### src/hdl/neoCpuPkg.sv
`default_nettype none

package neoCpuPkg;

	// CPU address bits 23..17
	localparam int CPU_ADDR_U_W = 7;

	typedef logic [CPU_ADDR_U_W-1:0] cpuAddrUT;

	// $30xxxx region, $300000 >> 17
	localparam cpuAddrUT WD_KICK_ADDR = 7'h18;

	// Cycles without a kick before reset
	localparam int WD_TIMEOUT_DEF = 65536;

	// Length of the nReset pulse
	localparam int WD_PULSE = 8;

	// Watchdog FSM
	typedef enum logic
	{
		wdCount,	// Waiting for kick or timeout
		wdReset		// Driving nReset low
	} wdStateT;

endpackage

`default_nettype wire

### src/hdl/watchdog.sv
`timescale 1ns/1ps
`default_nettype none

module watchdog
#(
	parameter int wdTimeout = neoCpuPkg::WD_TIMEOUT_DEF
)
(
	input wire CLK_SPR_PAL,
	input wire arstN,
	input wire nAs,
	input wire rw,							// 0 = write
	input wire nLds,
	input wire neoCpuPkg::cpuAddrUT cpuAddrU,
	output logic nReset
);

	import neoCpuPkg::*;

	localparam int CNT_W = $clog2(wdTimeout + 1);

	wdStateT state;
	logic [CNT_W-1:0] cnt;
	logic kick;

	// Byte write to $30xxxx, low byte lane
	assign kick = !nAs && !rw && !nLds && (cpuAddrU == WD_KICK_ADDR);

	always_ff @(posedge CLK_SPR_PAL or negedge arstN)
	begin
		if (!arstN)
		begin
			state <= wdCount;
			cnt <= '0;
		end
		else
		begin
			case (state)
				wdCount:
				begin
					if (kick)
						cnt <= '0;				// Kicked in time
					else if (cnt == CNT_W'(wdTimeout - 1))
					begin
						state <= wdReset;		// Timed out
						cnt <= '0;
					end
					else
						cnt <= cnt + 1'b1;
				end
				wdReset:
				begin
					if (cnt == CNT_W'(WD_PULSE - 1))
					begin
						state <= wdCount;		// Restart watch
						cnt <= '0;
					end
					else
						cnt <= cnt + 1'b1;
				end
				default: state <= wdCount;
			endcase
		end
	end

	assign nReset = (state != wdReset);

	// Pulse width as seen on the pin
	assert property (@(posedge CLK_SPR_PAL) disable iff (!arstN)
		$fell(nReset) |-> !nReset [*WD_PULSE] ##1 nReset)
		else $error("nReset pulse width wrong");

endmodule

`default_nettype wire

### config.mk
export PLATFORM = sky130hd
export DESIGN_NAME = watchdog
export DESIGN_NICKNAME = d
export VERILOG_FILES = /design/src/hdl/neoCpuPkg.sv /design/src/hdl/watchdog.sv
export SDC_FILE = /design/constraint.sdc
export NUM_CORES = 1
export LEC_CHECK = 0
export ABC_CLOCK_PERIOD_IN_PS = 2700
export BUFFER_PORTS_ARGS = -buffer_cell sky130_fd_sc_hd__buf_4
export CORE_MARGIN = 2
export CORE_UTILIZATION = 45
export DETAILED_ROUTE_END_ITERATION = 12
export GPL_ROUTABILITY_DRIVEN = 1
export PLACE_DENSITY_LB_ADDON = 0.12
export SLEW_MARGIN = 10
export SYNTH_ARGS = -nofsm -noshare
export SYNTH_HDL_FRONTEND = slang
export SYNTH_SLANG_ARGS = --single-unit
### constraint.sdc
create_clock -name CLK_SPR_PAL -period 2.7 [get_ports CLK_SPR_PAL]
set_input_delay 0.675 -clock CLK_SPR_PAL [delete_from_list [all_inputs] [get_ports CLK_SPR_PAL]]
set_output_delay 0.675 -clock CLK_SPR_PAL [all_outputs]
set_load 0.005 [all_outputs]
==> metrics.txt <==
status=completed; utilization after layout=0.5328; vias in the first global route=about 750; Arrival @ worst endpoint=around 2.4 ns; Slew headroom=0.6213; Setup CP Type=reg -> reg; number of diodes=0; Final Skew=between 0.002 and 0.003 ns; crit path buf inv count=2; RePlAce Congestion=0.7534; fin nets=between 100 and 150; row cnt=17; Routed WL per cell=approximately 14 um; synth warn=0; IO Port Bufs=12; final wirelength=1.964 mm; Core Region=0.002191 mm2; Pleak=0.4979 nW; setup TNS=0 ns; slowest CP cell=a21oi_4; Max Slew Vio Count=0; hold-fix buffers at CTS=0; initial DRC count=25; critical path, cell by cell=ha_1 > nand3_1 > nor3_1 > nand3_1 > inv_1 > ha_1 > inv_1 > a21oi_4 > nor2_1; largest area contributor in the netlist=dfrtp_1; worst slew pin tran=approximately 0.57 ns; Area Overhead vs Synth=12.68%; largest net degree at the start of global routing=19; Power Density=between 300 and 400 mW/mm2; Period minus WS final=2.249 ns; final std cells w/o fill=145; Clock Tree Buf Depth=2; Post-synth EDFFs=0; dpl hpwl=1.501 mm; Startpoint Class=flip-flop; cell area after synthesis=0.001036 mm2; WP data required=between 2 and 3 ns; Worst-Skew Late Latency=roughly 0.3 ns; Syn Inst Count=roughly 100; gr usage total=0.1779; CTS tree=yes; Hold Fails Final Rpt=0; Critical Path Max Stage Delay=around 0.48 ns; post-synth top area share=0.4348; most frequent cells in the layout=dfrtp_1 (18), buf_4 (12), nor2_2 (10); Synth Area per Inst=around 10 um2; Seq/Total Area, Yosys=0.4348; area of the multi-input gates=between 500 and 600 um2; Cells after DPL=between 100 and 150; Critical Path Sink Type=flip-flop; H-tree levels=1; crit-path leading delay family=simple AND/OR/NAND/NOR gates; Yosys cell types=29; Tightest Hold Check Type=in -> async; Max Fclk=~440 MHz; first-pass GRT wire length=3.415 mm; fraction of registers with async set/reset=1.000; Synth Net Count=about 120; I/O pins=13; commonest non-fill, non-tap cell in the layout=dfrtp_1; post_cts resized=0; Die H=roughly 52 um; layout cells sized above 1=0.2906; root buf cell=clkbuf_4; gr ovfl total=0; DRC errors left=0; die area=around 0.0027 mm2; Area contributors post-synth=dfrtp_1 (43%), xnor2_1 (7.6%), nor2_2 (6.0%), nand3_1 (4.3%), ha_1 (3.6%); postcts setup bufs=0; period utilization=0.8329; Vias per Instance=roughly 5.3; CTS Sinks=18; CP max FO=16; Max rail drop VDD=~0.32 mV; # setup viols final=0; initial antenna violation count=0; Die X=51.98 um; Initial Utilization=0.4729; Synth Flop Type=dfrtp_1; RSZ-0062 raised after global routing=no; Max Cap Viol=0; CTS Buf Count=3; FF+latch count, synth=18; vias=roughly 780; register area=approximately 450 um2; DRT Pass-1 Iters=4; fill cell count=between 200 and 250; Final ANT Viol Nets=0; Reg clk slew, reported paths=approximately 0.1 ns
[where the power goes]
group | total [W] | switching (W) | internal [W]
combinational | 0.0000181 | 0.00000717 | 0.0000109
clock | 0.000168 | 0.0000860 | 0.0000823
sequential | 0.000269 | 0 | 0.000269
[flip-flops by register name, summed over array words and instances (netlist names)]
| register | cells |
|---|---|
| cnt | 17 |
| state | 1 |
[cell families after synthesis]
family | share of synthesized area
xor+xnor | 0.1015
compound gates | 0.06522
buf+inv | 0.05072
simple gates | 0.3116
flops | 0.4348
fa+ha+maj | 0.03624
[Yosys cell counts, drive strengths merged (2+ instances only)]
library cell	instances
buf	3
xnor2	9
ha	3
nor3	2
dfrtp	18
nand4	3
inv	6
nand3	9
nand2	7
a21oi	3
xor2	3
and3	6
nor2	15
nor4	7
o21ai	3
[per-layer routing]
layer | vias up | global-route usage | part of all wire
met5 | - | 0 | 0
met4 | 0 | 0.1184 | 0.023
met3 | 4 | 0.03736 | 0.037
met2 | 18 | 0.2806 | 0.47
met1 | 364 | 0.2168 | 0.47
li1 | 389 | - | -
[through the flow]
stage / cell area [um2] / power, W / hold WS [ns] / setup WS (ns)
floorplan: 1036 / 0.0002761 / 0.3794 / 0.8061
global placement: 1131 / 0.0002929 / 0.4676 / 0.5210
detailed placement: 1131 / 0.0002934 / 0.4746 / 0.4486
CTS: 1167 / 0.0004649 / 0.2166 / 0.4244
global route: 1167 / 0.0004740 / 0.2216 / 0.1746
finish: 1167 / 0.0004558 / 0.2216 / 0.4512
[area by class of cell]
cell class                 instances  share of cell area
multi-input combinational         77              0.4566
sequential                        18              0.3859
timing repair buffer              12             0.07717
clock buffer                       4             0.03108
tap                               28             0.03001
inverter                           6             0.01929
[path summary, 6_finish.rpt]
kind                                   from                 to  slack [ns]  cells past startpoint
setup / recovery           cnt[0]$_DFF_PN0_   cnt[2]$_DFF_PN0_        0.45                      9
hold / removal                        arstN  cnt[16]$_DFF_PN0_        0.22                      1
setup reg to reg           cnt[0]$_DFF_PN0_   cnt[2]$_DFF_PN0_        0.45                      9
hold reg to reg            cnt[0]$_DFF_PN0_   cnt[0]$_DFF_PN0_        0.49                      1
max in group asynchronous             arstN  cnt[11]$_DFF_PN0_        2.29                      1
min in group CLK_SPR_PAL   cnt[0]$_DFF_PN0_   cnt[0]$_DFF_PN0_        0.49                      1
No activity file was read; power rests on OpenSTA's default activity.
