$ cat src/hdl/neoVideoPkg.sv
`default_nettype none

package neoVideoPkg;

	// Pixel path field widths
	localparam int COLOR_W = 4;
	localparam int SPR_PAL_W = 8;
	localparam int FIX_PAL_W = 4;
	localparam int LB_ADDR_W = 8;	// One index per even/odd pair
	localparam int LB_ENTRY_W = SPR_PAL_W + COLOR_W;
	localparam int PAL_ADDR_W = 12;

	// Color index within a palette
	typedef logic [COLOR_W-1:0] colorT;

	// Sprite palette from P bus bits 23..16
	typedef logic [SPR_PAL_W-1:0] sprPalT;

	// Fix palette from P bus bits 19..16
	typedef logic [FIX_PAL_W-1:0] fixPalT;

	// Pair index, pixel 2n even bank, 2n+1 odd bank
	typedef logic [LB_ADDR_W-1:0] lbAddrT;

	// Sprite palette above color
	typedef logic [LB_ENTRY_W-1:0] lbEntryT;

	// Palette RAM address
	typedef logic [PAL_ADDR_W-1:0] palAddrT;

	// Entries per bank
	localparam int LB_DEPTH = 256;

	// Transparent entry left behind read-out
	localparam lbEntryT LB_CLEAR = '1;

	// Blanking address
	localparam palAddrT PA_BLANK = '0;

endpackage

`default_nettype wire

$ cat src/hdl/paletteAddrMux.sv
`timescale 1ns/1ps
`default_nettype none

module paletteAddrMux
(
	input wire CLK_SPR_PAL,
	input wire arstN,
	input wire chbl,						// Blanking
	input wire neoVideoPkg::lbEntryT rdEntryA,
	input wire neoVideoPkg::lbEntryT rdEntryB,
	input wire bufFlip,						// 1 = bank A on display
	input wire neoVideoPkg::colorT fixColor,
	input wire neoVideoPkg::fixPalT fixPal,
	output neoVideoPkg::palAddrT pa
);

	import neoVideoPkg::*;

	logic chblD;			// Slot-aligned with rdEntry
	logic flipD;
	lbEntryT sprEntry;

	always_ff @(posedge CLK_SPR_PAL or negedge arstN)
	begin
		if (!arstN)
		begin
			chblD <= 1'b0;
			flipD <= 1'b0;
		end
		else
		begin
			chblD <= chbl;
			flipD <= bufFlip;
		end
	end

	// Display bank is the one not rendered to
	assign sprEntry = flipD ? rdEntryA : rdEntryB;

	// Blank, then opaque fix, then sprite
	always_ff @(posedge CLK_SPR_PAL or negedge arstN)
	begin
		if (!arstN)
			pa <= PA_BLANK;
		else if (chblD)
			pa <= PA_BLANK;
		else if (|fixColor)
			pa <= {4'h0, fixPal, fixColor};	// Fix palettes sit in 0..15
		else
			pa <= sprEntry;
	end

endmodule

`default_nettype wire

$ cat config.mk
export PLATFORM = sky130hd
export DESIGN_NAME = paletteAddrMux
export DESIGN_NICKNAME = d
export VERILOG_FILES = /design/src/hdl/neoVideoPkg.sv /design/src/hdl/paletteAddrMux.sv
export SDC_FILE = /design/constraint.sdc
export NUM_CORES = 1
export LEC_CHECK = 0
export BUFFER_PORTS_ARGS = -buffer_cell sky130_fd_sc_hd__buf_2
export CAP_MARGIN = 20
export CORE_ASPECT_RATIO = 1.1
export CORE_UTILIZATION = 30
export DETAILED_ROUTE_END_ITERATION = 10
export RECOVER_POWER = 100
export SYNTH_ARGS = -nofsm -noshare
export SYNTH_HDL_FRONTEND = slang
export SYNTH_SLANG_ARGS = --single-unit
$ cat constraint.sdc
create_clock -name CLK_SPR_PAL -period 1.4 [get_ports CLK_SPR_PAL]
set_input_delay 0.07 -clock CLK_SPR_PAL [delete_from_list [all_inputs] [get_ports CLK_SPR_PAL]]
set_output_delay 0.07 -clock CLK_SPR_PAL [all_outputs]
set_load 0.005 [all_outputs]
==> results of run 1 <==
==> critical path: cells and delay by family (launching register included) <==
family | cells | cell delay (ps)
flip-flops | 1 | 540
multiplexers | 1 | 380
AO/OA/AOI/OAI | 1 | 140
AND/OR/NAND/NOR | 1 | 50
==> final cells by class <==
| class | instances | area (µm²) |
|---|---|---|
| fillers | 218 | 1040 |
| flip-flops and latches | 14 | 350 |
| repair buffers | 52 | 273 |
| multi-input cells | 34 | 268 |
| clock buffers | 4 | 36.3 |
| well taps | 28 | 35.0 |
==> layer usage <==
metal | wire [µm] | share of wire (%)
met1 | 613 | 41
met5 | 0 | 0
met4 | 0 | 0
met2 | 776 | 51
met3 | 122 | 8.1
==> sequential cells by signal, summed over array words and instances (netlist names) <==
signal,count
pa,12
chblD,1
flipD,1
==> through the flow <==
step | instances | setup slack (ps) | hold WS (ps) | util [%] | total power [mW]
finish | 132 | 164 | 86.5 | 48.1 | 0.850
global route | 132 | 59.1 | 99.4 | 48.1 | 0.894
CTS | 132 | 155 | 78.6 | 48.5 | 0.861
detailed placement | 125 | 164 | -19.9 | 45.2 | 0.577
global placement | 125 | 212 | -21.2 | 45.2 | 0.576
floorplan | 51 | 211 | -226 | - | 0.495
==> logic make-up after synthesis <==
family          count (synthesis)  share of synthesized area, %
compound gates                  8                          9.37
buf+inv                         3                          3.52
flops                          14                          54.7
mux                            12                          19.5
simple gates                   14                          12.9
==> cell usage after synthesis, drive strengths merged <==
| cell | instances | share of area, % |
|---|---|---|
| dfrtp | 14 | 55 |
| or4 | 1 | 1.8 |
| nor4 | 1 | 3.3 |
| clkbuf | 1 | 0.59 |
| buf | 2 | 2.9 |
| mux2 | 4 | 7.0 |
| nor3 | 4 | 3.1 |
| mux2i | 8 | 13 |
| nor2 | 8 | 4.7 |
| a21oi | 4 | 3.1 |
| a211oi | 4 | 6.2 |
==> power groups by stage <==
stage          clock network, mW  logic, mW  registers (mW)
3_3_place_gp                   0      0.134           0.442
6_report                   0.279      0.137           0.434
3_5_place_dp                   0      0.134           0.442
5_1_grt                    0.303      0.154           0.437
2_1_floorplan                  0     0.0574           0.437
4_1_cts                    0.286      0.141           0.434
==> worst max path at each step <==
stage	endpoint	slack, ps	cells after the start
6_report	pa[1]	160	3
3_3_place_gp	pa[1]	210	3
4_1_cts	pa[1]	160	3
3_5_place_dp	pa[1]	160	3
5_1_grt	pa[1]	60	3
2_1_floorplan	pa[2]	210	4
==> impl_metrics.toml, run 1 <==
[power]
pwr-share-comb_pct = 16.1
clockPowerShare_pct = 32.8
ir_drop_v = 0.000306
p_int_mw = 0.658
p_sw_mw = 0.192
power.leakage_nw = 0.499
seqPwrFrac_pct = 51.1
power.share.switching_pct = 22.6
power.density_nw_per_um2 = 884

[grt]
grt_pass1_wl_mm = 2.31
grt_use_met3_pct = 2.16
antenna_found_initial = 0
met2_usage_pct = 23.9
met1_usage_pct = 16.4
grt.busiest_layer = "met2"
grt_max_degree = 15
gr-total-overflow = 0
grt_use_total_pct = 13.9
grt_pass1_vias = 590

[cts]
hold_buffers = 3
cts_tree = "done"
cts_sinks = 14
cts_max_level = 1
cts_buffers = 3
cts_root_buffer = "clkbuf_4"
clk_latency_ps = 270
cts.clk_slew.worst_paths_ps = 80
cts_setup_buffers = 0
clock_path_buffers = 2
cts-resized-gates = 0

[critical_path]
regToRegSetupSlack_ps = 160
startpoint_type = "flop"
reg2regPathDepth = 3
crit_fanout = 7
cp-end-kind = "flop"
cp.required_ps = 1540
worst-setup-path-type = "flop to flop"
crit_slowest_cell = "dfrtp_1"
startpoint = "flipD"
worstPathArrival_ps = 1380
slowest_delay_ps = 540
path_cells = "mux2_2, a21oi_1, nor2_1"
timing.rr.end = "pa[1]"
r2r-start = "flipD"

[timing]
rsz0062_at_grt = "false"
hold_viol = 0
fin_crit_sh_pct = 88.3
finalSetupViolations = 0
max_freq_mhz = 809
drv_slew = 0
tightestPinTransition_ps = 734
max-slew-margin-rel_pct = 51.1
clock_skew_ps = 0.427
final.setup.tns_ps = 0
fin_crit_ps = 1240

[die]
fp.dieW_um = 46.1
die_y_um = 50.5
core_area_um2 = 2000
rows = 17
io_pins = 48
dieArea_um2 = 2320
start_util_pct = 32.0

[detailed_routing]
viasPerCell = 4.42
vias = 583
drcViolationCount = 0
wl_per_cell_um = 11.5
drtIter0Drc = 9
drt_wl_total_mm = 1.51
ant_nets = 0
drt_first_pass_iters = 4

[yosys]
synth.distinct_cells = 13
synth.yosys.seq_area_share_pct = 54.7
synth_nets = 87
ys_ff_latch = 14
synthCells = 51
ys_warn_count = 0
avgSynthCellArea_um2 = 12.6
netlist_area_um2 = 641

[layout]
syn_to_final_growth_pct = 50.2
fin_area_um2 = 962
antennaDiodeCount = 0
drive_gt1_share_pct = 52.9
fin_nets = 141
final_common_cell = "buf_2"
final_cell_mix = "buf_2, dfrtp_1, mux2i_1, nor2_1, clkbuf_1"

[hold_path]
hold_start = "fixColor[2]"
min_path_type = "input pin to flop"
holdPathEnd = "pa[2]"
hold_depth = 3

[place]
gp_congestion = 0.751
dpl_cell_area_um2 = 903
io_buffers = 47

[outcome]
outcome = "completed"

[job]
drv_cap = 0
Power figures use the tool's default switching activity.
==> run 2, diff against run 1 <==
--- a/config.mk
+++ b/config.mk
@@ -5,11 +5,11 @@
 export SDC_FILE = /design/constraint.sdc
 export NUM_CORES = 1
 export LEC_CHECK = 0
-export BUFFER_PORTS_ARGS = -buffer_cell sky130_fd_sc_hd__buf_2
 export CAP_MARGIN = 20
 export CORE_ASPECT_RATIO = 1.1
 export CORE_UTILIZATION = 30
 export DETAILED_ROUTE_END_ITERATION = 10
+export DONT_BUFFER_PORTS = 1
 export RECOVER_POWER = 100
 export SYNTH_ARGS = -nofsm -noshare
 export SYNTH_HDL_FRONTEND = slang
==> constraint.sdc (replaced) <==
create_clock -name CLK_SPR_PAL -period 1 [get_ports CLK_SPR_PAL]
set_input_delay 0.05 -clock CLK_SPR_PAL [delete_from_list [all_inputs] [get_ports CLK_SPR_PAL]]
set_output_delay 0.05 -clock CLK_SPR_PAL [all_outputs]
set_load 0.005 [all_outputs]
==> run 2 against run 1 <==
Via count decreased by 20%. Combinational power rose by 20%. Largest cell class unchanged. Sequential power is 41% higher. Power is 37% higher. Worst setup slack got worse by 300 ps. Sequential share of layout area up 2.5 points. Flip-flop and latch count is the same. Maximum frequency rose by 8.8%. Core utilization shrank 3.1 points. Cell count fell by 27%. Count of clock-buffer cells in the layout unchanged. The flow now finishes with violations (negative hold slack, negative setup slack).
==> impl_metrics.toml, run 2 (synthesis gave the netlist of run 1 again) <==
[outcome]
outcome = "finished with violations"
violations = "negative hold slack, negative setup slack"

[place]
post-place-ws_ps = -141
gp_congestion = 0.694
dp.cells = 80
io_buffers = 0
dpl.hpwl_mm = 1.00

[grt]
grt_use_met3_pct = 3.60
gr-total-overflow = 0
met1_usage_pct = 14.3
grt_pass1_vias = 478
grt_max_degree = 15
grt_pass1_wl_mm = 2.17
grt.busiest_layer = "met2"
met2_usage_pct = 22.8
antenna_found_initial = 0
grt_use_total_pct = 13.6

[power]
p_sw_mw = 0.250
clockPowerShare_pct = 33.3
ir_drop_v = 0.000494
power.leakage_nw = 0.394
seqPwrFrac_pct = 52.5
p_int_mw = 0.913
power.density_nw_per_um2 = 1290
power.share.switching_pct = 21.5
pwr-share-comb_pct = 14.2
power.total_mw = 1.16

[job]
drv_cap = 0

[timing]
fin_crit_sh_pct = 114
drv_slew = 0
layout_setup_ws_ps = -136
hold_viol = 7
rsz0062_at_grt = "true"
finalSetupViolations = 12
max-slew-margin-rel_pct = 59.3
clock_skew_ps = 2.21
max_freq_mhz = 880
hold_ws_ps = -96.3
fin_crit_ps = 1140
tightestPinTransition_ps = 609

[cts]
cts_buffers = 3
cts_root_buffer = "clkbuf_4"
cts_max_level = 1
clock_path_buffers = 2
cts_sinks = 14
clk_latency_ps = 270
cts.clk_slew.worst_paths_ps = 80
cts_tree = "done"
hold_buffers = 11

[detailed_routing]
viasPerCell = 4.79
drcViolationCount = 0
wl_per_cell_um = 14.4
drt_wl_total_mm = 1.40
drt_first_pass_iters = 2
ant_nets = 0
drtIter0Drc = 7
vias = 465

[hold_path]
min_path_type = "input pin to flop"

[layout]
antennaDiodeCount = 0
fillers = 212
stdcell_count = 97
fin_nets = 106
syn_to_final_growth_pct = 40.4
drive_gt1_share_pct = 31.9
final_common_cell = "dfrtp_1"
largest_reg_flops = 12
regMostFlops = "pa"
reg_top3 = "pa (12), chblD (1), flipD (1)"
final_cell_mix = "dfrtp_1, dlygate4sd3_1, mux2i_1, nor2_1"

[die]
core_area_um2 = 2000
io_pins = 48
start_util_pct = 32.0
dieArea_um2 = 2320
die_y_um = 50.5
rows = 17
fp.dieW_um = 46.1

[critical_path]
worstPathArrival_ps = 1280
startpoint_type = "flop"
cp-end-kind = "flop"
worst-setup-path-type = "flop to flop"
crit_fanout = 2
cp.required_ps = 1140
[run 2: cell types whose count changed in the layout (fill, tap and decap cells not counted)]
cell and delta:
clkbuf_1 -6, mux2_4 +2, buf_6 +2, a21oi_2 +4
buf_12 +2, mux2_2 -2, buf_2 -41, dlygate4sd3_1 +8
a21oi_1 -4
[run 2: layout make-up]
class | instances | area, µm² | share of cell area (%)
clock buffer | 4 | 36.3 | 4.03
sequential | 14 | 350 | 38.9
tap | 28 | 35.0 | 3.89
timing repair buffer | 17 | 188 | 20.9
multi-input combinational | 34 | 290 | 32.3
[run 2: per-stage QoR]
step / TNS [ps] / utilization (%) / instance area, µm²
2_1_floorplan: -231 / - / 659
3_3_place_gp: -539 / 36.2 / 723
3_5_place_dp: -832 / 36.2 / 723
4_1_cts: -978 / 44.6 / 892
5_1_grt: -1590 / 45.0 / 900
6_report: -989 / 45.0 / 900
[run 2: worst paths after layout]
kind | startpoint | end | slack (ps) | cells past startpoint
worst max-delay path | flipD | pa[1] | -140 | 4
worst min-delay path | fixColor[0] | pa[0] | -100 | 2
worst max register to register | flipD | pa[1] | -140 | 4
worst min register to register | chblD | pa[7] | 710 | 1
max in group asynchronous | arstN | flipD | 380 | 1
min in group asynchronous | arstN | chblD | 230 | 1
[run 2: routing by layer]
layer | vias up | share of wire [%]
met1 | 216 | 37
met5 | - | 0
met2 | 28 | 56
li1 | 219 | -
met3 | 2 | 5.9
met4 | 0 | 1.4
[run 2: repair_timing]
item,CTS,global route
gates cloned,0,0
endpoints found under the hold margin,28,7
gates resized for setup,4,0
endpoints found under the setup margin,11,12
pin swaps,3,2
buffers inserted,1,1
[run 2: worst max-delay path, cell delays in order (launching register included)]
cell and delay [ps]:
dfrtp_1 370, buf_4 120, mux2_2 330, a21oi_2 130, nor2_1 50
[run 2: power by group through the flow]
stage                     Combinational, mW  Sequential (mW)  Clock, mW
after floorplan                      0.0888            0.613          0
after global placement                0.105            0.622          0
after detailed placement              0.108            0.623          0
after CTS                             0.163            0.612      0.414
after global routing                  0.180            0.614      0.449
final                                 0.165            0.611      0.388
