==> src/hdl/neoVideoPkg.sv <==
`default_nettype none

package neoVideoPkg;

	// Pixel path field widths
	localparam int COLOR_W = 4;
	localparam int SPR_PAL_W = 8;
	localparam int FIX_PAL_W = 4;
	localparam int LB_ADDR_W = 8;	// One index per even/odd pair
	localparam int LB_ENTRY_W = SPR_PAL_W + COLOR_W;
	localparam int PAL_ADDR_W = 12;

	// Color index within a palette
	typedef logic [COLOR_W-1:0] colorT;

	// Sprite palette from P bus bits 23..16
	typedef logic [SPR_PAL_W-1:0] sprPalT;

	// Fix palette from P bus bits 19..16
	typedef logic [FIX_PAL_W-1:0] fixPalT;

	// Pair index, pixel 2n even bank, 2n+1 odd bank
	typedef logic [LB_ADDR_W-1:0] lbAddrT;

	// Sprite palette above color
	typedef logic [LB_ENTRY_W-1:0] lbEntryT;

	// Palette RAM address
	typedef logic [PAL_ADDR_W-1:0] palAddrT;

	// Entries per bank
	localparam int LB_DEPTH = 256;

	// Transparent entry left behind read-out
	localparam lbEntryT LB_CLEAR = '1;

	// Blanking address
	localparam palAddrT PA_BLANK = '0;

endpackage

`default_nettype wire

==> src/hdl/lineBufferCounter.sv <==
`timescale 1ns/1ps
`default_nettype none

module lineBufferCounter
(
	input wire CLK_SPR_PAL,
	input wire arstN,
	input wire xLoad,						// Load sprite x position
	input wire neoVideoPkg::lbAddrT xPos,
	input wire wrStep,						// One pixel pair written
	input wire lineStart,					// Restart display read-out
	output neoVideoPkg::lbAddrT renderAddr,
	output neoVideoPkg::lbAddrT dispAddr,
	output logic dispOdd					// Display phase, 1 = odd pixel
);

	// Render side counter
	always_ff @(posedge CLK_SPR_PAL or negedge arstN)
	begin
		if (!arstN)
			renderAddr <= '0;
		else if (xLoad)
			renderAddr <= xPos;				// Place sprite
		else if (wrStep)
			renderAddr <= renderAddr + 1'b1;	// Next pair
	end

	// Display side, free running
	// Even then odd, index moves on after odd
	always_ff @(posedge CLK_SPR_PAL or negedge arstN)
	begin
		if (!arstN)
		begin
			dispAddr <= '0;
			dispOdd <= 1'b0;
		end
		else if (lineStart)
		begin
			dispAddr <= '0;
			dispOdd <= 1'b0;
		end
		else
		begin
			dispOdd <= ~dispOdd;
			if (dispOdd)
				dispAddr <= dispAddr + 1'b1;
		end
	end

	// Renderer never loads and steps at once
	assert property (@(posedge CLK_SPR_PAL) disable iff (!arstN)
		!(xLoad && wrStep))
		else $error("xLoad and wrStep in the same cycle");

endmodule

`default_nettype wire

==> config.mk <==
export PLATFORM = sky130hd
export DESIGN_NAME = lineBufferCounter
export DESIGN_NICKNAME = d
export VERILOG_FILES = /design/src/hdl/neoVideoPkg.sv /design/src/hdl/lineBufferCounter.sv
export SDC_FILE = /design/constraint.sdc
export NUM_CORES = 1
export LEC_CHECK = 0
export BUFFER_PORTS_ARGS = -buffer_cell sky130_fd_sc_hd__clkbuf_2
export CORE_UTILIZATION = 43
export CTS_CLUSTER_DIAMETER = 50
export DETAILED_ROUTE_END_ITERATION = 10
export PLACE_DENSITY_LB_ADDON = 0.3
export RECOVER_POWER = 25
export REMOVE_ABC_BUFFERS = 1
export SYNTH_ARGS = -nofsm -noshare
export SYNTH_HDL_FRONTEND = slang
export SYNTH_SLANG_ARGS = --single-unit
==> constraint.sdc <==
create_clock -name CLK_SPR_PAL -period 1.3 [get_ports CLK_SPR_PAL]
set_clock_uncertainty 0.2 [all_clocks]
set_input_delay 0.26 -clock CLK_SPR_PAL [delete_from_list [all_inputs] [get_ports CLK_SPR_PAL]]
set_output_delay 0.26 -clock CLK_SPR_PAL [all_outputs]
set_load 0.02 [all_outputs]
==> results.py, run 1 <==
metrics = {
    "run_status": {
        "status": "complete, but fails checks",
        "violations": "hold timing, setup timing",
    },
    "clock_tree": {
        "cts_tree": "yes",
        "clock_latency_ns": 0.32,
        "cts.sinks": 17,
        "clk_pin_slew_worst_paths_ns": 0.11,
        "htree_levels": 1,
        "cts_buffer_depth": 2,
        "cts_root_buf": "clkbuf_4",
        "cts_made_buffers": 3,
    },
    "synthesis": {
        "yosysTopAreaCell": "dfrtp_1",
        "syn_inst": 86,
        "synth.top_cell.area_share_pct": 49.9,
        "syn_area_um2": 852,
        "synth_warnings": 0,
        "ys_seq_area_share_pct": 49.9,
        "synth_area_leaders": "dfrtp_1 50%, o21ai_0 6.5%, xor2_1 6.2%, nand2_1 4.8%, nand4_1 4.4%",
        "synth_cell_type_count": 20,
        "synth.ff_latch_count": 17,
        "avgSynthCellArea_um2": 9.91,
    },
    "timing": {
        "whs_ns": -0.00460,
        "relSlewSlack_pct": 70.4,
        "rsz0062_at_grt": "true",
        "setup_viol": 31,
        "slew_viol_final": 0,
        "max_freq_ghz": 0.585,
        "fin_tns_setup_ns": -4.55,
        "worstMarginPinSlew_ns": 0.444,
        "setup_ws_ns": -0.408,
        "fin_crit_ns": 1.71,
        "period_share_pct": 131,
        "finalHoldViolations": 1,
    },
    "global_routing": {
        "grt-ovfl-total": 0,
        "grt_pass1_wl_um": 4450,
        "grt_max_degree": 18,
        "antenna_found_initial": 0,
        "grtUsageTotal_pct": 30.9,
        "grt_pass1_vias": 937,
    },
    "critical_path": {
        "cpPeakStageDelay_ns": 0.59,
        "cp_slowest_cell": "or4_1",
        "end_kind": "flip-flop",
        "cp.arrival_ns": 1.77,
        "critPathKind": "reg -> reg",
        "r2r_slack_ns": -0.41,
        "reg2reg_depth": 4,
        "path_max_fanout": 3,
        "rr_startpoint": "renderAddr[1]",
        "cp_cell_sequence": "buf_4 -> nand4_1 -> or4_1 -> nand3_1",
        "reg2reg_to": "renderAddr[5]",
        "worst_ep_required_time_ns": 1.36,
        "cp-start-kind": "flip-flop",
    },
    "place": {
        "gp_congestion": 0.787,
        "io_buffers": 29,
        "dp_hpwl_um": 1440,
    },
    "drt": {
        "drt-initial-drc-count": 67,
        "routed_wl_um": 4180,
        "vias": 1103,
        "postRouteAntennaNets": 0,
        "drc_errors": 0,
        "wl_per_cell_um": 22.1,
        "vias_per_cell": 5.84,
        "drt_first_pass_iters": 4,
    },
    "job": {
        "drv_cap": 0,
    },
    "power_and_ir_drop": {
        "internal-power_uw": 974,
        "power_density_nw_per_um2": 875,
        "power_switching_uw": 487,
        "power_mw": 1.46,
        "p_seq_share_pct": 42.6,
        "p_clk_share_pct": 22.0,
        "peakVddDrop_v": 0.000804,
        "p_leak_nw": 0.770,
        "p_sw_share_pct": 33.3,
        "combPwrFrac_pct": 35.4,
    },
    "finish": {
        "finish.utilization_pct": 93.7,
        "antennaDiodeCount": 0,
        "final_common_cell": "buf_4",
        "syn2layout_area_growth_pct": 96.0,
        "drive_gt1_share_pct": 52.4,
        "nets": 180,
        "most-common-layout-cells": "25 x buf_4, 20 x buf_6, 12 x dfrtp_1, 12 x clkbuf_2, 10 x nand2_1",
    },
    "floorplan": {
        "row_count": 15,
        "start_util_pct": 47.8,
        "die_w_um": 46.5,
        "die_area_um2": 2160,
        "dieHeight_um": 46.5,
        "coreArea_um2": 1780,
        "io_pins": 30,
    },
    "min_path": {
        "hp-class": "in -> reg",
        "hp-start": "xPos[6]",
        "hold-path-cell-count": 3,
        "holdPathEnd": "renderAddr[6]",
    },
}
[through the flow]
stage	instance area, um^2	setup slack [ns]	hold slack [ns]	instances
2_1_floorplan	822	-0.264	-0.236	82
3_3_place_gp	1130	-0.0942	0.00750	154
3_5_place_dp	1130	-0.137	0.0114	154
5_1_grt	1670	-0.450	0.000401	189
6_report	1670	-0.408	-0.00460	189
4_1_cts	1570	-0.164	0.00374	188
[cell usage after synthesis]
library cell / n
o21ai_0: 11
nor2b_1: 1
or4_1: 1
or3_1: 5
a31oi_1: 2
xnor2_1: 2
mux2i_1: 2
buf_6: 1
o2111ai_4: 1
buf_4: 2
nor2_1: 8
ha_1: 2
a21oi_1: 3
clkbuf_1: 1
dfrtp_1: 17
nand4_1: 6
inv_1: 1
xor2_1: 6
nand3_1: 3
nand2_1: 11
[worst max-delay path, delay by kind of cell, from the launching register on]
kind | cells | cell delay (ns)
and+or+nand+nor | 3 | 0.88
DFF | 1 | 0.43
buffers and inverters | 1 | 0.14
[layout make-up]
type / instances / area (um^2)
inverter: 1 / 3.75
multi-input combinational: 64 / 434
sequential: 17 / 432
clock buffer: 4 / 26.3
tap: 25 / 31.3
timing repair buffer: 78 / 743
fill: 53 / 113
[worst max path at each step]
stage / end / startpoint / cells after the start / slack [ns]
after floorplan: renderAddr[6] / renderAddr[0] / 4 / -0.26
after detailed placement: renderAddr[6] / renderAddr[0] / 4 / -0.14
after CTS: renderAddr[0] / renderAddr[0] / 2 / -0.16
final: renderAddr[5] / renderAddr[1] / 4 / -0.41
after global placement: renderAddr[6] / renderAddr[0] / 4 / -0.09
after global routing: renderAddr[5] / renderAddr[3] / 4 / -0.45
[state kept, by name, summed over array words and instances, names as in the netlist]
register / count
dispAddr: 8
renderAddr: 8
dispOdd: 1
[metal layers]
| layer | track usage, % | share of wire [%] | up-vias |
|---|---|---|---|
| li1 | - | - | 457 |
| met4 | 15.9 | 5.8 | 0 |
| met5 | 0 | 0 | - |
| met2 | 46.7 | 49 | 96 |
| met3 | 5.49 | 8.8 | 26 |
| met1 | 41.7 | 36 | 524 |
[kinds of logic (layout without fill, tap and decap cells)]
group | after synthesis | in the layout | synth area share (%)
and+or+nand+nor | 35 | 35 | 19.8
xor gates and xnor gates | 8 | 8 | 8.22
adders and majority gates | 2 | 2 | 2.94
muxes | 2 | 2 | 2.35
AOI/OAI and AO/OA | 17 | 17 | 12.8
DFF | 17 | 17 | 49.9
buffers and inverters | 5 | 83 | 3.96
[repair_timing]
| item | CTS | global route |
|---|---|---|
| pin swaps | 12 | 16 |
| hold buffers | 8 | 0 |
| endpoints found under the hold margin | 24 | 0 |
| gates resized for setup | 38 | 40 |
| buffers inserted | 22 | 3 |
| endpoints found under the setup margin | 25 | 31 |
[power by group through the flow]
stage          clock network (mW)  registers [mW]  logic, mW
6_report                    0.321           0.622      0.518
5_1_grt                     0.345           0.624      0.538
4_1_cts                     0.300           0.599      0.434
3_5_place_dp                    0           0.616      0.268
3_3_place_gp                    0           0.613      0.259
2_1_floorplan                   0           0.661     0.0638
No activity file was read; power rests on OpenSTA's default activity.
==> run 2, diff against run 1 <==
--- a/config.mk
+++ b/config.mk
@@ -6,7 +6,9 @@
 export NUM_CORES = 1
 export LEC_CHECK = 0
 export BUFFER_PORTS_ARGS = -buffer_cell sky130_fd_sc_hd__clkbuf_2
-export CORE_UTILIZATION = 43
+export CELL_PAD_IN_SITES_DETAIL_PLACEMENT = 1
+export CELL_PAD_IN_SITES_GLOBAL_PLACEMENT = 1
+export CORE_UTILIZATION = 32
 export CTS_CLUSTER_DIAMETER = 50
 export DETAILED_ROUTE_END_ITERATION = 10
 export PLACE_DENSITY_LB_ADDON = 0.3
==> run 2 against run 1 <==
  * The flow finishes with violations (setup timing)
  * Utilization shrank 22 points
  * Global-route usage shrank 4.3 points
  * Sequential share of layout area shrank 2.0 points
  * Cell count grew 6.9%
  * Final area grew 7.6%
  * Wire length grew 15%
  * Power grew 5.8%
  * Combinational power grew 13%
  * Non-clock buffer count grew 8
  * Flip-flop and latch count is the same
  * Worst setup slack gained 0.088 ns
  * Sequential power is essentially flat
  * Largest power group unchanged
==> results.py, run 2 (synthesis gave the netlist of run 1 again) <==
metrics = {
    "power_and_ir_drop": {
        "combPwrFrac_pct": 37.8,
        "p_leak_nw": 0.831,
        "power_density_nw_per_um2": 860,
        "peakVddDrop_v": 0.000701,
        "internal-power_mw": 1.01,
        "power_mw": 1.55,
        "p_clk_share_pct": 22.2,
        "power_switching_uw": 538,
        "p_seq_share_pct": 40.1,
        "p_sw_share_pct": 34.8,
    },
    "place": {
        "gp_congestion": 0.755,
        "dpl-instance-area_um2": 1130,
        "place_ws_ns": -0.165,
        "dp_cells": 158,
        "io_buffers": 29,
        "dp_hpwl_um": 1730,
    },
    "clock_tree": {
        "clock_latency_ns": 0.32,
        "cts_made_buffers": 3,
        "cts_root_buf": "clkbuf_4",
        "cts_buffer_depth": 2,
        "cts_tree": "yes",
        "cts.sinks": 17,
        "htree_levels": 1,
        "clk_pin_slew_worst_paths_ns": 0.13,
    },
    "finish": {
        "final_area_um2": 1800,
        "antennaDiodeCount": 0,
        "most-common-layout-cells": "29 x buf_6, 24 x buf_4, 14 x dfrtp_1",
        "seqCellArea_um2": 429,
        "nets": 188,
        "multiInputGateArea_um2": 465,
        "final_common_cell": "buf_6",
        "fill_cells": 250,
        "syn2layout_area_growth_pct": 111,
        "biggestRegsByFlops": "dispAddr: 8 flops, renderAddr: 8 flops, dispOdd: 1 flops",
        "drive_gt1_share_pct": 55.8,
        "instances_no_fill": 202,
    },
    "drt": {
        "drc_errors": 0,
        "vias_per_cell": 5.39,
        "postRouteAntennaNets": 0,
        "wl_per_cell_um": 23.8,
        "vias": 1088,
        "wl_met3_um": 165,
        "top_layer_used": "met4",
        "met1_length_um": 1830,
        "drt-initial-drc-count": 32,
        "drt_first_pass_iters": 4,
        "wl_met2_um": 2560,
        "routed_wl_um": 4810,
    },
    "floorplan": {
        "dieHeight_um": 53.6,
        "row_count": 18,
        "coreArea_um2": 2500,
        "die_w_um": 53.6,
        "die_area_um2": 2870,
        "start_util_pct": 34.1,
        "io_pins": 30,
    },
    "global_routing": {
        "antenna_found_initial": 0,
        "grt_pass1_vias": 1073,
        "grt-ovfl-total": 0,
        "grt_pass1_wl_um": 5150,
        "grt_max_degree": 18,
        "grtUsageTotal_pct": 26.6,
    },
    "critical_path": {
        "path_max_fanout": 4,
        "worst_ep_required_time_ns": 1.30,
        "cp.arrival_ns": 1.62,
        "end_kind": "flip-flop",
        "critPathKind": "reg -> reg",
        "r2r_slack_ns": -0.32,
        "cp-start-kind": "flip-flop",
    },
    "run_status": {
        "status": "complete, but fails checks",
        "violations": "setup timing",
    },
    "timing": {
        "relSlewSlack_pct": 69.4,
        "finalHoldViolations": 0,
        "fin_crit_ns": 1.62,
        "setup_ws_ns": -0.320,
        "setup_viol": 31,
        "max_freq_ghz": 0.617,
        "slew_viol_final": 0,
        "period_share_pct": 125,
        "rsz0062_at_grt": "true",
        "worstMarginPinSlew_ns": 0.459,
        "fin_tns_setup_ns": -5.07,
    },
    "min_path": {
        "hp-class": "in -> reg",
    },
    "job": {
        "drv_cap": 0,
    },
}
-- run 2: cell count changes in the layout (fill, tap and decap cells not counted), sizes merged --
cell         previous run  this run
clkbuf                 20        17
clkinv                  0         1
buf                    54        63
dlygate4sd3             8         9
-- run 2: final cells by class --
type | instances | share of cell area (%)
inverter | 1 | 0.209
clock buffer | 3 | 1.25
clock inverter | 1 | 0.278
tap | 30 | 2.09
multi-input combinational | 64 | 25.9
sequential | 17 | 23.9
timing repair buffer | 86 | 46.4
-- run 2: layer usage --
layer	track usage, %	vias up
met1	27.9	540
met2	49.2	49
met3	2.82	25
met5	0	-
li1	-	474
met4	18.4	0
-- run 2: power groups by stage --
stage	sequential [mW]	clock [mW]	combinational [mW]
3_5_place_dp	0.617	0	0.268
2_1_floorplan	0.661	0	0.0638
6_report	0.620	0.343	0.584
3_3_place_gp	0.611	0	0.261
4_1_cts	0.599	0.313	0.419
5_1_grt	0.622	0.355	0.607
-- run 2: worst paths after layout --
kind / from / cells after the start / end
min in group asynchronous: arstN / 2 / renderAddr[3]
worst min register to register: dispAddr[7] / 3 / dispAddr[7]
worst min-delay path: xLoad / 3 / renderAddr[5]
worst max register to register: renderAddr[0] / 4 / renderAddr[7]
worst max-delay path: renderAddr[0] / 4 / renderAddr[7]
max in group asynchronous: arstN / 2 / dispAddr[0]
-- run 2: worst max-delay path, stage by stage (launching register included) --
cell,delay (ns)
dfrtp_2,0.47
nand4_1,0.23
buf_4,0.22
o21ai_0,0.23
a31oi_1,0.15
-- run 2: repair_timing --
item | CTS | global route
hold buffers | 9 | 0
setup endpoints to repair | 27 | 32
resized for setup | 34 | 58
gates cloned | 0 | 0
pin swaps | 5 | 19
endpoints found under the hold margin | 25 | 0
setup buffers | 18 | 14
-- run 2: through the flow --
stage,hold slack (ns),utilization (%)
after floorplan,-0.236,-
after global placement,0.0247,45.3
after detailed placement,0.0206,45.3
after CTS,0.0511,61.5
after global routing,0.0969,71.9
final,0.0810,71.9
